### src/dram_ctrl_pkg.sv
/* Widths, address fields, timing constants, payload structs
   and state enums shared by the AXI to DRAM bridge */
package dram_ctrl_pkg;

    localparam int DATA_W = 32;
    localparam int ADDR_W = 32;
    localparam int ID_W   = 8;
    localparam int LEN_W  = 4;
    localparam int STRB_W = 4;

    // Row is addr[22:12], word column is addr[11:2]
    localparam int ROW_W    = 11;
    localparam int ROW_LSB  = 12;
    localparam int COL_W    = 10;
    localparam int COL_LSB  = 2;
    localparam int DRAM_A_W = 11;

    localparam int T_RP  = 3;  // Cycles after precharge
    localparam int T_RCD = 3;  // Activate to column
    localparam int T_WR  = 3;  // Write recovery
    localparam int CNT_W = 3;

    typedef struct packed {
        logic [ID_W-1:0]   id;
        logic [ADDR_W-1:0] addr;
        logic [LEN_W-1:0]  len;
    } axi_ar_t;

    typedef struct packed {
        logic [ID_W-1:0]   id;
        logic [ADDR_W-1:0] addr;
    } axi_aw_t;

    typedef struct packed {
        logic [DATA_W-1:0] data;
        logic [STRB_W-1:0] strb;
    } axi_w_t;

    // One word operation handed to the sequencer
    typedef struct packed {
        logic              write;
        logic [ROW_W-1:0]  row;
        logic [COL_W-1:0]  col;
        logic [DATA_W-1:0] wdata;
        logic [STRB_W-1:0] wstrb;
    } dram_req_t;

    typedef struct packed {
        logic                csn;
        logic [STRB_W-1:0]   wen;   // Active low byte enables
        logic                rasn;
        logic                casn;
        logic [DRAM_A_W-1:0] a;
        logic [DATA_W-1:0]   d;
    } dram_pins_t;

    typedef enum logic [2:0] {NOP, PRECHARGE, ACTIVATE, COL_READ, COL_WRITE} dram_cmd_e;

    typedef enum logic [2:0] {
        SEQ_IDLE, SEQ_PRE, SEQ_WAIT_RP, SEQ_ACT,
        SEQ_WAIT_RCD, SEQ_COL, SEQ_WAIT_RD, SEQ_WAIT_WR
    } seq_state_e;

    typedef enum logic [1:0] {RD_IDLE, RD_REQ, RD_WAIT, RD_DATA} rd_state_e;

    typedef enum logic [2:0] {WR_IDLE, WR_DATA, WR_REQ, WR_WAIT, WR_RESP} wr_state_e;

endpackage

### src/axi_read_port.sv
/* AXI read port: AR/R channel engine that walks an INCR burst
   one word request at a time */
`timescale 1ns/10ps
module axi_read_port import dram_ctrl_pkg::*; (
    input  logic              ACLK,
    input  logic              ARESETn,
    input  logic              ar_valid,
    input  axi_ar_t           ar,
    input  logic              r_ready,
    input  logic              gnt,
    input  logic              done,
    input  logic [DATA_W-1:0] rdata_in,
    output logic              ar_ready,
    output logic              r_valid,
    output logic [DATA_W-1:0] r_data,
    output logic [ID_W-1:0]   r_id,
    output logic              r_last,
    output logic              req,
    output dram_req_t         req_data
);

    rd_state_e        state;
    logic [LEN_W-1:0] beat;
    logic [LEN_W-1:0] len_q;
    logic [ID_W-1:0]  id_q;
    logic [ROW_W-1:0] row_q;
    logic [COL_W-1:0] col_q;
    logic             r_hs;

    assign r_hs = r_valid && r_ready;

    always_ff @(posedge ACLK or negedge ARESETn) begin
        if (!ARESETn) begin
            state <= RD_IDLE;
            beat  <= '0;
        end else begin
            case (state)
                RD_IDLE: begin
                    beat <= '0;
                    if (ar_valid)
                        state <= RD_REQ;
                end
                RD_REQ:  if (gnt) state <= RD_WAIT;
                RD_WAIT: if (done) state <= RD_DATA;
                RD_DATA: begin
                    if (r_hs) begin
                        if (r_last) begin
                            state <= RD_IDLE;
                        end else begin
                            beat  <= beat + 1'b1;
                            state <= RD_REQ;   // Next beat only after R handshake
                        end
                    end
                end
                default: state <= RD_IDLE;
            endcase
        end
    end

    // Burst payload and returned word
    always_ff @(posedge ACLK) begin
        if (ar_valid && ar_ready) begin
            id_q  <= ar.id;
            len_q <= ar.len;
            row_q <= ar.addr[ROW_LSB +: ROW_W];
            col_q <= ar.addr[COL_LSB +: COL_W];
        end else if (r_hs) begin
            col_q <= col_q + 1'b1;
        end
        if (state == RD_WAIT && done)
            r_data <= rdata_in;
    end

    assign ar_ready = (state == RD_IDLE);
    assign r_valid  = (state == RD_DATA);
    assign r_id     = id_q;
    assign r_last   = r_valid && (beat == len_q);
    assign req      = (state == RD_REQ);

    always_comb begin
        req_data       = '0;
        req_data.write = 1'b0;
        req_data.row   = row_q;
        req_data.col   = col_q;
    end

    // A stalled beat keeps its data and last flag until accepted
    a_r_hold: assert property (@(posedge ACLK) disable iff (!ARESETn)
        r_valid && !r_ready |=> r_valid && $stable(r_data) && $stable(r_last));

endmodule

### src/axi_write_port.sv
/* AXI write port: AW/W/B channel engine for single-beat
   writes with byte strobes */
`timescale 1ns/10ps
module axi_write_port import dram_ctrl_pkg::*; (
    input  logic            ACLK,
    input  logic            ARESETn,
    input  logic            aw_valid,
    input  axi_aw_t         aw,
    input  logic            w_valid,
    input  axi_w_t          w,
    input  logic            b_ready,
    input  logic            gnt,
    input  logic            done,
    output logic            aw_ready,
    output logic            w_ready,
    output logic            b_valid,
    output logic [ID_W-1:0] b_id,
    output logic            req,
    output dram_req_t       req_data
);

    wr_state_e         state;
    logic [ID_W-1:0]   id_q;
    logic [ROW_W-1:0]  row_q;
    logic [COL_W-1:0]  col_q;
    logic [DATA_W-1:0] data_q;
    logic [STRB_W-1:0] strb_q;

    always_ff @(posedge ACLK or negedge ARESETn) begin
        if (!ARESETn) begin
            state <= WR_IDLE;
        end else begin
            case (state)
                WR_IDLE: if (aw_valid) state <= WR_DATA;
                WR_DATA: if (w_valid) state <= WR_REQ;
                WR_REQ:  if (gnt) state <= WR_WAIT;
                WR_WAIT: if (done) state <= WR_RESP;
                WR_RESP: if (b_ready) state <= WR_IDLE;
                default: state <= WR_IDLE;
            endcase
        end
    end

    always_ff @(posedge ACLK) begin
        if (aw_valid && aw_ready) begin
            id_q  <= aw.id;
            row_q <= aw.addr[ROW_LSB +: ROW_W];
            col_q <= aw.addr[COL_LSB +: COL_W];
        end
        if (w_valid && w_ready) begin
            data_q <= w.data;
            strb_q <= w.strb;
        end
    end

    assign aw_ready = (state == WR_IDLE);
    assign w_ready  = (state == WR_DATA);
    assign b_valid  = (state == WR_RESP);  // Held until b_ready
    assign b_id     = id_q;
    assign req      = (state == WR_REQ);

    always_comb begin
        req_data.write = 1'b1;
        req_data.row   = row_q;
        req_data.col   = col_q;
        req_data.wdata = data_q;
        req_data.wstrb = strb_q;
    end

endmodule

### src/dram_arbiter.sv
/* Read-priority arbiter that hands one request at a time to
   the sequencer and steers its done back to the owner */
`timescale 1ns/10ps
module dram_arbiter import dram_ctrl_pkg::*; (
    input  logic      ACLK,
    input  logic      ARESETn,
    input  logic      rd_req,
    input  dram_req_t rd_req_data,
    input  logic      wr_req,
    input  dram_req_t wr_req_data,
    input  logic      seq_done,
    output logic      rd_gnt,
    output logic      wr_gnt,
    output logic      rd_done,
    output logic      wr_done,
    output logic      start,
    output dram_req_t start_req
);

    logic busy;
    logic owner_rd;

    always_ff @(posedge ACLK or negedge ARESETn) begin
        if (!ARESETn) begin
            busy     <= 1'b0;
            owner_rd <= 1'b0;
            rd_gnt   <= 1'b0;
            wr_gnt   <= 1'b0;
            start    <= 1'b0;
        end else begin
            rd_gnt <= 1'b0;
            wr_gnt <= 1'b0;
            start  <= 1'b0;
            if (busy) begin
                if (seq_done)
                    busy <= 1'b0;
            end else if (rd_req || wr_req) begin
                rd_gnt   <= rd_req;  // Read wins a tie
                wr_gnt   <= !rd_req;
                owner_rd <= rd_req;
                start    <= 1'b1;
                busy     <= 1'b1;
            end
        end
    end

    always_ff @(posedge ACLK) begin
        if (!busy)
            start_req <= rd_req ? rd_req_data : wr_req_data;
    end

    assign rd_done = seq_done && busy && owner_rd;
    assign wr_done = seq_done && busy && !owner_rd;

    // One grant at a time, never back to back
    a_one_gnt: assert property (@(posedge ACLK) disable iff (!ARESETn)
        (rd_gnt || wr_gnt) |-> !(rd_gnt && wr_gnt) ##1 !(rd_gnt || wr_gnt));

endmodule

### src/dram_axi_bridge.sv
/* AXI to DRAM bridge top: read and write ports sharing one
   command sequencer through a read-priority arbiter */
`timescale 1ns/10ps
module dram_axi_bridge import dram_ctrl_pkg::*; (
    input  logic              ACLK,
    input  logic              ARESETn,
    input  logic              ar_valid,
    input  axi_ar_t           ar,
    output logic              ar_ready,
    output logic              r_valid,
    output logic [DATA_W-1:0] r_data,
    output logic [ID_W-1:0]   r_id,
    output logic              r_last,
    input  logic              r_ready,
    input  logic              aw_valid,
    input  axi_aw_t           aw,
    output logic              aw_ready,
    input  logic              w_valid,
    input  axi_w_t            w,
    output logic              w_ready,
    output logic              b_valid,
    output logic [ID_W-1:0]   b_id,
    input  logic              b_ready,
    output dram_pins_t        dram_pins,
    input  logic [DATA_W-1:0] dram_q,
    input  logic              dram_valid
);

    logic              rd_req, rd_gnt, rd_done;
    logic              wr_req, wr_gnt, wr_done;
    dram_req_t         rd_req_data, wr_req_data, start_req;
    logic              start, seq_done;
    logic [DATA_W-1:0] seq_rdata;

    axi_read_port u_rd (
        .ACLK(ACLK), .ARESETn(ARESETn),
        .ar_valid(ar_valid), .ar(ar), .r_ready(r_ready),
        .gnt(rd_gnt), .done(rd_done), .rdata_in(seq_rdata),
        .ar_ready(ar_ready), .r_valid(r_valid), .r_data(r_data),
        .r_id(r_id), .r_last(r_last), .req(rd_req), .req_data(rd_req_data)
    );

    axi_write_port u_wr (
        .ACLK(ACLK), .ARESETn(ARESETn),
        .aw_valid(aw_valid), .aw(aw), .w_valid(w_valid), .w(w), .b_ready(b_ready),
        .gnt(wr_gnt), .done(wr_done),
        .aw_ready(aw_ready), .w_ready(w_ready), .b_valid(b_valid), .b_id(b_id),
        .req(wr_req), .req_data(wr_req_data)
    );

    dram_arbiter u_arb (
        .ACLK(ACLK), .ARESETn(ARESETn),
        .rd_req(rd_req), .rd_req_data(rd_req_data),
        .wr_req(wr_req), .wr_req_data(wr_req_data), .seq_done(seq_done),
        .rd_gnt(rd_gnt), .wr_gnt(wr_gnt), .rd_done(rd_done), .wr_done(wr_done),
        .start(start), .start_req(start_req)
    );

    dram_sequencer u_seq (
        .ACLK(ACLK), .ARESETn(ARESETn),
        .start(start), .start_req(start_req),
        .dram_q(dram_q), .dram_valid(dram_valid),
        .done(seq_done), .rdata(seq_rdata), .dram_pins(dram_pins)
    );

endmodule

### src/dram_sequencer.sv
/* DRAM command sequencer with open-row tracking, a shared wait
   counter and command to pin decoding */
`timescale 1ns/10ps
module dram_sequencer import dram_ctrl_pkg::*; (
    input  logic              ACLK,
    input  logic              ARESETn,
    input  logic              start,
    input  dram_req_t         start_req,
    input  logic [DATA_W-1:0] dram_q,
    input  logic              dram_valid,
    output logic              done,
    output logic [DATA_W-1:0] rdata,
    output dram_pins_t        dram_pins
);

    seq_state_e       state;
    dram_req_t        req_q;
    logic [ROW_W-1:0] open_row;
    logic             row_open;
    logic             row_hit;
    logic [CNT_W-1:0] cnt;
    dram_cmd_e        cmd;

    assign row_hit = row_open && (open_row == start_req.row);

    always_ff @(posedge ACLK or negedge ARESETn) begin
        if (!ARESETn) begin
            state    <= SEQ_IDLE;
            row_open <= 1'b0;
            cnt      <= '0;
        end else begin
            case (state)
                SEQ_IDLE: begin
                    if (start) begin
                        if (row_hit)
                            state <= SEQ_COL;
                        else if (row_open)
                            state <= SEQ_PRE;
                        else
                            state <= SEQ_ACT;  // Nothing open, skip precharge
                    end
                end
                SEQ_PRE: begin
                    row_open <= 1'b0;
                    cnt      <= CNT_W'(T_RP - 1);
                    state    <= SEQ_WAIT_RP;
                end
                SEQ_WAIT_RP: begin
                    if (cnt == '0)
                        state <= SEQ_ACT;
                    else
                        cnt <= cnt - 1'b1;
                end
                SEQ_ACT: begin
                    row_open <= 1'b1;
                    cnt      <= CNT_W'(T_RCD - 1);
                    state    <= SEQ_WAIT_RCD;
                end
                SEQ_WAIT_RCD: begin
                    if (cnt == '0)
                        state <= SEQ_COL;
                    else
                        cnt <= cnt - 1'b1;
                end
                SEQ_COL: begin
                    if (req_q.write) begin
                        cnt   <= CNT_W'(T_WR - 1);
                        state <= SEQ_WAIT_WR;
                    end else begin
                        state <= SEQ_WAIT_RD;
                    end
                end
                SEQ_WAIT_WR: begin
                    if (cnt == '0)
                        state <= SEQ_IDLE;
                    else
                        cnt <= cnt - 1'b1;
                end
                SEQ_WAIT_RD: if (dram_valid) state <= SEQ_IDLE;
                default:     state <= SEQ_IDLE;
            endcase
        end
    end

    always_ff @(posedge ACLK) begin
        if (start && state == SEQ_IDLE)
            req_q <= start_req;
        if (state == SEQ_ACT)
            open_row <= req_q.row;
    end

    // Write done lands T_WR cycles after the column write
    assign done  = (state == SEQ_WAIT_WR && cnt == '0) || (state == SEQ_WAIT_RD && dram_valid);
    assign rdata = dram_q;

    always_comb begin
        cmd = NOP;
        if (state == SEQ_PRE)
            cmd = PRECHARGE;
        else if (state == SEQ_ACT)
            cmd = ACTIVATE;
        else if (state == SEQ_COL && req_q.write)
            cmd = COL_WRITE;
        else if (state == SEQ_COL)
            cmd = COL_READ;
    end

    always_comb begin
        dram_pins.csn  = 1'b0;
        dram_pins.wen  = '1;
        dram_pins.rasn = 1'b1;
        dram_pins.casn = 1'b1;
        dram_pins.a    = '0;
        dram_pins.d    = '0;
        case (cmd)
            PRECHARGE: begin
                dram_pins.wen  = '0;
                dram_pins.rasn = 1'b0;
                dram_pins.a    = open_row;
            end
            ACTIVATE: begin
                dram_pins.rasn = 1'b0;
                dram_pins.a    = req_q.row;
            end
            COL_READ: begin
                dram_pins.casn = 1'b0;
                dram_pins.a    = DRAM_A_W'(req_q.col);
            end
            COL_WRITE: begin
                dram_pins.casn = 1'b0;
                dram_pins.wen  = ~req_q.wstrb;  // Strobes are active high on AXI
                dram_pins.a    = DRAM_A_W'(req_q.col);
                dram_pins.d    = req_q.wdata;
            end
            default: ;
        endcase
    end

    // Activate on the pins only once the previous row is closed
    a_act_closed: assert property (@(posedge ACLK) disable iff (!ARESETn)
        !dram_pins.rasn && dram_pins.casn && (&dram_pins.wen) |-> !row_open);

endmodule

### config.mk
export PLATFORM = sky130hd
export DESIGN_NAME = dram_axi_bridge
export DESIGN_NICKNAME = d
export VERILOG_FILES = /design/src/dram_ctrl_pkg.sv /design/src/axi_read_port.sv /design/src/axi_write_port.sv /design/src/dram_arbiter.sv /design/src/dram_axi_bridge.sv /design/src/dram_sequencer.sv
export SDC_FILE = /design/constraint.sdc
export NUM_CORES = 1
export LEC_CHECK = 0
export ABC_AREA = 1
export CORE_ASPECT_RATIO = 1.2
export CORE_MARGIN = 2
export CORE_UTILIZATION = 63
export DETAILED_ROUTE_END_ITERATION = 7
export DONT_BUFFER_PORTS = 1
export PLACE_DENSITY_LB_ADDON = 0.05
export SYNTH_ARGS = -nofsm -noshare
export SYNTH_HDL_FRONTEND = slang
export SYNTH_SLANG_ARGS = --single-unit
### constraint.sdc
create_clock -name ACLK -period 7.45 [get_ports ACLK]
set_input_delay 0.3725 -clock ACLK [delete_from_list [all_inputs] [get_ports ACLK]]
set_output_delay 0.3725 -clock ACLK [all_outputs]
set_load 0.005 [all_outputs]
==> impl_metrics.toml, run 1 <==
[power_and_ir_drop]
p_switching_mw = 1.442
p_seq_frac = 0.502
combinationalPowerShare = 0.216
irDropWorstVdd_v = 0.0002503
switching_share = 0.3026
p_int_mw = 3.324
clkPwrFrac = 0.282
leakagePower_nw = 5.132
p_per_area_nw_per_um2 = 363.0

[route]
vias = 6176
viasPerCell = 5.243
routedWlPerCell_um = 17.58
firstDrtPassIters = 5
ant_nets = 0
drt_iter0_markers = 393
drc = 0
totalWireLength_mm = 20.70

[clock_tree]
clk_path_buf_depth = 3
clkTransAtPathRegs_ns = 0.06
cts_tree = "yes"
post_cts_resized = 0
postCtsSetupBuffers = 0
clockRootBuffer = "clkbuf_16"
cts_buffers = 27
clock_latency_ns = 0.51
clock-sinks = 278
htreeDepth = 1

[timing]
setup_slack_ns = 4.546
slew_headroom = 0.2261
finalHoldViolCount = 0
rsz0062_at_grt = "false"
max_freq_ghz = 0.3444
period_minus_slack_ns = 2.904
fin_crit_sh = 0.3898
tightest_slew_ns = 1.160
clock_skew_ns = 0.007336
maxSlewViolCount = 0
fin_setup_tns_ns = 0
setup_viol = 0

[logic_synthesis]
synth_top_family_by_area = "simple AND/OR/NAND/NOR gates"
synth-simple-area-share = 0.1367
netlist.area_leader.share = 0.7115
synth_commonest_cells = "edfxtp_1 (257), nand2_1 (157), inv_1 (130)"
yosysSeqAreaShare = 0.7599
syn-num-nets = 973
ys_types = 35
synth.avg_cell_area_um2 = 13.49
synth-seq-cells = 278
yosysTopAreaCell = "edfxtp_1"
synth_edf_count = 257
async_reset_ff_frac = 0.07554
netlist_area_um2 = 10850
synth_fa_ha_area_frac = 0.01038
synth-compound-area-share = 0.02526
synth_ff_type = "edfxtp_1"
yosysWarnings = 0
yosys.area_share.xor_xnor = 0.008075
synth_cells = 804
synthMuxAreaShare = 0
synth.most_common_cell = "edfxtp_1"
netlist_top_cells_area = "edfxtp_1 (71%), nand2_1 (5.4%), dfrtp_1 (4.8%)"

[worst_hold_path]
min_path_type = "in2reg"

[critical_path]
critPathBufInv = 2
path_cells = "inv_1, ha_2, inv_1, o22ai_1, nor2_1, nand3_1, nand2_1, nand2_1"
cp.arrival_ns = 3.35
max_stage_delay_ns = 0.87
startpoint_type = "flip-flop"
crit_fanout = 50
path_class = "reg2reg"
setup.worst_path.end_class = "flip-flop"
crit_slowest_cell = "ha_2"
crit_required_ns = 7.90
cp_top_family = "buffers and inverters"

[run_status]
outcome = "complete, no violations"

[place]
dp_hpwl_mm = 12.30
place_area_um2 = 11040
gp_congestion = 0.7966
io_buffers = 0
dp_slack_ns = 4.522

[global_route]
grt_pass1_vias = 6380
antenna_found_initial = 1
gr-usage-all-layers = 0.2258
grt_max_degree = 51
grt_first_pass_wirelength_mm = 31.42
grt-ovfl-total = 0

[die]
dieArea_um2 = 18290
pin_count = 264
die_x_um = 123.8
start_util = 0.6437
core_area_um2 = 16850
die_h_um = 147.7
rows = 52

[cells_and_area]
final_nets = 1110
fin_area_um2 = 13130
syn2layout_area_growth_pct = 21.04
layout-drive-gt1-share = 0.09573

[run]
drv_cap = 0
[kinds of logic (layout without fill, tap and decap cells)]
group,count (synthesis),after routing
other,1,2
DFF,278,278
AOI/OAI and AO/OA,49,49
xor gates and xnor gates,10,10
and+or+nand+nor,306,306
adders and majority gates,9,9
buffers and inverters,151,308
[metrics by stage]
stage	hold WS, ns	total power [mW]	utilization	cells
after floorplan	0.07691	3.126	-	804
after global placement	0.07740	3.312	0.6550	1007
after detailed placement	0.07739	3.384	0.6550	1007
after CTS	0.03054	4.773	0.7790	1177
after global routing	0.03691	5.020	0.7791	1178
final	0.04844	4.766	0.7791	1178
[routing by layer]
metal  GRT usage  vias up  wire, um
met3     0.05093       44      1333
li1            -     2950         -
met2      0.4206      246     11540
met5           0        -         0
met4     0.08068        0       561
met1      0.2476     2936      7273
[worst paths after layout]
kind | start | end | slack [ns] | cells past startpoint
worst min-delay path | ar[7] | u_rd.col_q[1] | 0.05 | 2
worst max-delay path | u_rd.state[1] | u_rd.state[0] | 4.55 | 8
worst min register to register | u_arb.start_req[7] | u_seq.req_q[7] | 0.42 | 0
worst max register to register | u_rd.state[1] | u_rd.state[0] | 4.55 | 8
max in group asynchronous | ARESETn | u_seq.row_open | 6.37 | 1
min in group asynchronous | ARESETn | u_arb.rd_gnt | 0.48 | 1
[registers in the layout (all words and copies together), names as in the netlist, 8 cells and up]
| name | count |
|---|---|
| u_rd.r_id | 8 |
| u_wr.col_q | 10 |
| u_seq.open_row | 11 |
| u_rd.col_q | 10 |
| u_wr.data_q | 32 |
| u_seq.req_q | 58 |
| u_arb.start_req | 58 |
| u_wr.row_q | 11 |
| u_rd.r_data | 32 |
| u_rd.row_q | 11 |
| u_wr.b_id | 8 |
[power groups by stage]
stage	sequential [mW]	clock [mW]	combinational, mW
2_1_floorplan	2.36	0	0.767
3_3_place_gp	2.40	0	0.916
3_5_place_dp	2.41	0	0.971
4_1_cts	2.39	1.36	1.03
5_1_grt	2.43	1.43	1.16
6_report	2.39	1.35	1.03
[final cells by class]
cell class	instances	area, um^2
timing repair buffer	126	1249
fill	978	3722
inverter	133	499.2
clock buffer	32	694.4
sequential	278	8243
antenna	1	2.502
clock inverter	17	182.7
tap	216	270.3
multi-input combinational	375	1988
[cells in the final DEF (no fill, tap or decap), drive strengths merged, types with 7 or more instances in the layout]
master and n:
inv 133, a21oi 7, ha 9, nor2 96
clkbuf 32, clkinv 11, nand3 30, nand2 160
edfxtp 257, dfrtp 21, nand4 9, dlygate4sd3 121
o21ai 29
[repair_timing]
action	4_1_cts	5_1_grt
hold buffers	121	0
endpoints found under the setup margin	0	0
hold endpoints to repair	141	0
No activity file was read; power rests on OpenSTA's default activity.
==> inputs of run 2 (changes only) <==
clock period = 2.87 ns   (was 7.45 ns; I/O delays follow)
==> impl_metrics.toml, run 2 (synthesis gave the netlist of run 1 again) <==
[run_status]
outcome = "complete, no violations"

[cells_and_area]
layout.cells.most_common = "edfxtp_1"
reg_top3 = "u_arb.start_req: 58 flops, u_seq.req_q: 58 flops"
layout-drive-gt1-share = 0.09776
post-route-util = 0.7877
fin_area_um2 = 13270
final_nets = 1131
syn2layout_area_growth_pct = 22.38
final_cell_mix = "edfxtp_1 (257), nand2_1 (157), dlygate4sd3_1 (138)"
num_antenna_cells = 0

[global_route]
grt_max_degree = 40
antenna_found_initial = 0
grt_first_pass_wirelength_mm = 32.62
gr-usage-all-layers = 0.2344
grt_pass1_vias = 6498
grt-ovfl-total = 0

[critical_path]
worst_r2r_path_depth = 6
crit_required_ns = 2.73
rrSetupSlack_ns = 0.70
crit_fanout = 39
crit_end = "dram_pins[45]"
setup.worst_path.end_class = "primary output"
rr_endpoint = "u_rd.col_q[2]"
r2r_start = "u_rd.state[1]"
cp.arrival_ns = 2.39
startpoint_type = "flip-flop"
path_class = "reg2out"
worstSetupStartpoint = "u_seq.state[1]"

[power_and_ir_drop]
total_power_mw = 12.23
leakagePower_nw = 5.199
p_per_area_nw_per_um2 = 921.5
irDropWorstVdd_v = 0.0006255

[clock_tree]
clock_latency_ns = 0.52
clk_path_buf_depth = 3
clock-sinks = 278
clkTransAtPathRegs_ns = 0.06
postCtsSetupBuffers = 0
cts_buffers = 26
htreeDepth = 1
cts_tree = "yes"
clockRootBuffer = "clkbuf_16"

[run]
drv_cap = 0

[timing]
rsz0062_at_grt = "false"
period_minus_slack_ns = 2.531
fin_crit_sh = 0.8819
fin_setup_tns_ns = 0
setup_viol = 0
clock_skew_ns = 0.01215
slew_headroom = 0.3441
max_freq_ghz = 0.3951
setup_slack_ns = 0.3388
tightest_slew_ns = 0.9807
maxSlewViolCount = 0
finalHoldViolCount = 0

[die]
pin_count = 264
core_area_um2 = 16850
dieArea_um2 = 18290
start_util = 0.6437
rows = 52
die_x_um = 123.8
die_h_um = 147.7

[route]
drt_iter0_markers = 419
ant_nets = 0
vias = 6330
totalWireLength_mm = 21.51
routedWlPerCell_um = 17.96
drc = 0
viasPerCell = 5.284
firstDrtPassIters = 5

[place]
dp_hpwl_mm = 12.61
place_area_um2 = 11100
gp_congestion = 0.8384
io_buffers = 0
dp_slack_ns = 0.6365

[worst_hold_path]
min_path_type = "in2reg"
run 2: cell types whose count changed in the layout (fill, tap and decap cells not counted), moves of 2 or more:
cell | before | now
dlygate4sd3_1 | 121 | 138
buf_4 | 5 | 8
nor3_4 | 0 | 2
nor3_2 | 2 | 0
bufinv_16 | 4 | 0
run 2: metal layers:
| layer | wire [um] | track usage |
|---|---|---|
| met5 | 0 | 0 |
| met1 | 7595 | 0.2687 |
| met2 | 11610 | 0.4280 |
| met4 | 686 | 0.08239 |
| met3 | 1619 | 0.04977 |
run 2: area by class of cell:
class / instances / area (um^2)
fillers: 935 / 3577
inverters: 133 / 499.2
clock inverters: 14 / 76.32
clock buffers: 34 / 711.9
multi-input cells: 375 / 2001
well taps: 216 / 270.3
repair buffers: 148 / 1473
flip-flops and latches: 278 / 8243
run 2: timing repair:
| item | CTS | global route |
|---|---|---|
| hold endpoints to repair | 160 | 0 |
| endpoints found under the setup margin | 0 | 4 |
| gates resized for setup | 0 | 1 |
| hold buffers | 138 | 0 |
run 2: metrics by stage:
| step | instances | hold WS (ns) |
|---|---|---|
| final | 1198 | 0.06509 |
| after CTS | 1198 | 0.05157 |
| after detailed placement | 1012 | -0.1516 |
| after global routing | 1198 | 0.09253 |
| after global placement | 1012 | -0.1515 |
| after floorplan | 804 | -0.1521 |
run 2: worst min path at each step:
stage | from | end | slack, ns | cells after the start
detailed placement | ARESETn | u_rd.beat[2] | -0.15 | 0
global route | dram_valid | u_seq.state[0] | 0.09 | 5
finish | dram_valid | u_seq.state[1] | 0.07 | 6
floorplan | ARESETn | u_arb.busy | -0.15 | 0
global placement | ARESETn | u_rd.beat[2] | -0.15 | 0
CTS | dram_valid | u_seq.state[1] | 0.05 | 6
run 2: report_power, final:
part	switching [mW]	total (mW)	leakage [nW]	internal [mW]
Combinational	1.96	2.83	2.17	0.871
Clock	1.44	3.19	0.383	1.75
Sequential	0.460	6.21	2.65	5.75
Total	3.86	12.2	5.20	8.37
run 2: critical path: stages, from the launching register on:
cell and delay, ns:
dfrtp_1 0.57, inv_2 0.11, nand2_2 0.11, nor2_4 0.08, nand2_4 0.06, buf_6 0.50, nand2_1 0.21, o21ai_0 0.18
==> inputs of run 3 (changes only) <==
CORE_MARGIN = 1.5   (was 2)
==> impl_metrics.toml, run 3 (synthesis gave the netlist of run 1 again) <==
[run_status]
outcome = "complete, no violations"

[worst_hold_path]
min_to = "u_wr.state[0]"
min_path_type = "in2reg"
hold_path_depth = 4
hp-start = "aw_valid"

[timing]
finalHoldViolCount = 0
fin_crit_sh = 0.9117
fin_setup_tns_ns = 0
max_freq_ghz = 0.3822
rsz0062_at_grt = "false"
fin_hold_ws_ns = 0.01434
clock_skew_ns = 0.02266
setup_viol = 0
maxSlewViolCount = 0
slew_headroom = 0.3042
period_minus_slack_ns = 2.616
tightest_slew_ns = 1.040

[clock_tree]
clk_path_buf_depth = 3
post_cts_resized = 0
cts_tree = "yes"
clockRootBuffer = "clkbuf_16"
clkTransAtPathRegs_ns = 0.07
hold_buffers = 137
htreeDepth = 1
cts_buffers = 27
clock-sinks = 278
clock_latency_ns = 0.52
postCtsSetupBuffers = 0

[route]
ant_nets = 0
drt_iter0_markers = 415
totalWireLength_mm = 21.33
drc = 0
firstDrtPassIters = 6
viasPerCell = 5.305
routedWlPerCell_um = 17.81
vias = 6355

[place]
gp_congestion = 0.8638
dp_hpwl_mm = 12.38
io_buffers = 0
place_inst = 1012
place_area_um2 = 11100

[power_and_ir_drop]
leakagePower_nw = 5.295
p_per_area_nw_per_um2 = 959.2
irDropWorstVdd_v = 0.0006721

[global_route]
grt_first_pass_wirelength_mm = 32.88
grt_max_degree = 37
grt_pass1_vias = 6606
gr-usage-all-layers = 0.2385
antenna_found_initial = 0
grt-ovfl-total = 0

[cells_and_area]
layout.cells.most_common = "edfxtp_1"
reg_top3 = "u_arb.start_req: 58 flops, u_seq.req_q: 58 flops"
layout-drive-gt1-share = 0.1069
final_cell_mix = "edfxtp_1 (257), nand2_1 (157), dlygate4sd3_1 (137)"
syn2layout_area_growth_pct = 24.10
final_nets = 1131
n_fill_cell = 880
num_antenna_cells = 0
fin_cells = 1198
fin_area_um2 = 13460
post-route-util = 0.7988

[critical_path]
rr_endpoint = "u_wr.state[1]"
critPathBufInv = 2
startpoint_type = "flip-flop"
r2r_start = "u_seq.cnt[0]"
worst_r2r_path_depth = 10
crit_slowest_cell = "dfrtp_1"
path_cells = "inv_2, nand2_2, nor2_4, nand2_4, buf_4, nor2_4"
crit_required_ns = 2.73
rrSetupSlack_ns = 0.80
setup.worst_path.end_class = "primary output"
cp.arrival_ns = 2.47
crit_fanout = 26
max_stage_delay_ns = 0.51
path_class = "reg2out"
cp_top_family = "simple AND/OR/NAND/NOR gates"
crit_top_cell = "nor2_4"

[die]
pin_count = 264
die_h_um = 146.7
dieArea_um2 = 18020
rows = 52
core_area_um2 = 16850
die_x_um = 122.8
start_util = 0.6437

[run]
drv_cap = 0
## run 3: area by class of cell
class | instances | area (um^2) | area share
inverters | 133 | 499.2 | 0.03709
well taps | 216 | 270.3 | 0.02008
multi-input cells | 375 | 2001 | 0.1486
clock inverters | 18 | 267.8 | 0.01989
flip-flops and latches | 278 | 8243 | 0.6124
repair buffers | 147 | 1459 | 0.1084
clock buffers | 31 | 720.7 | 0.05354
## run 3: worst max-delay path by stage
stage | startpoint | end | slack [ns] | cells after the start
after global routing | u_seq.state[1] | dram_pins[3] | 0.1 | 6
after detailed placement | u_seq.state[1] | dram_pins[9] | 0.79 | 6
final | u_seq.state[1] | dram_pins[9] | 0.25 | 6
after floorplan | u_seq.cnt[0] | u_rd.r_data[0] | 0.07 | 7
after CTS | u_seq.state[1] | dram_pins[9] | 0.23 | 6
after global placement | u_seq.state[1] | dram_pins[7] | 0.88 | 6
## run 3: per-stage QoR
step           setup slack [ns]  power [mW]
6_report                 0.2535       12.91
3_3_place_gp             0.8836       8.657
2_1_floorplan           0.07277       8.117
3_5_place_dp             0.7934       8.838
4_1_cts                  0.2336       12.87
5_1_grt                 0.09829       13.55
## run 3: report_power, final
part | switching, mW | internal, mW | leakage, nW
clock network | 1.46 | 2.42 | 0.485
registers | 0.471 | 5.75 | 2.65
logic | 1.95 | 0.865 | 2.16
total | 3.88 | 9.04 | 5.29
## run 3: metal layers
| layer | part of all wire | wire length, um | up-vias | GRT usage |
|---|---|---|---|---|
| met2 | 0.54 | 11590 | 261 | 0.4417 |
| met4 | 0.028 | 593 | 0 | 0.08953 |
| met5 | 0 | 0 | - | 0 |
| met1 | 0.36 | 7769 | 3063 | 0.2621 |
| li1 | - | - | 2986 | - |
| met3 | 0.065 | 1378 | 45 | 0.05396 |
## run 3: tightest hold or removal path, delay by kind of cell
kind                   cells  cell delay (ns)
AND/OR/NAND/NOR            3             0.30
buffers and inverters      1             0.06
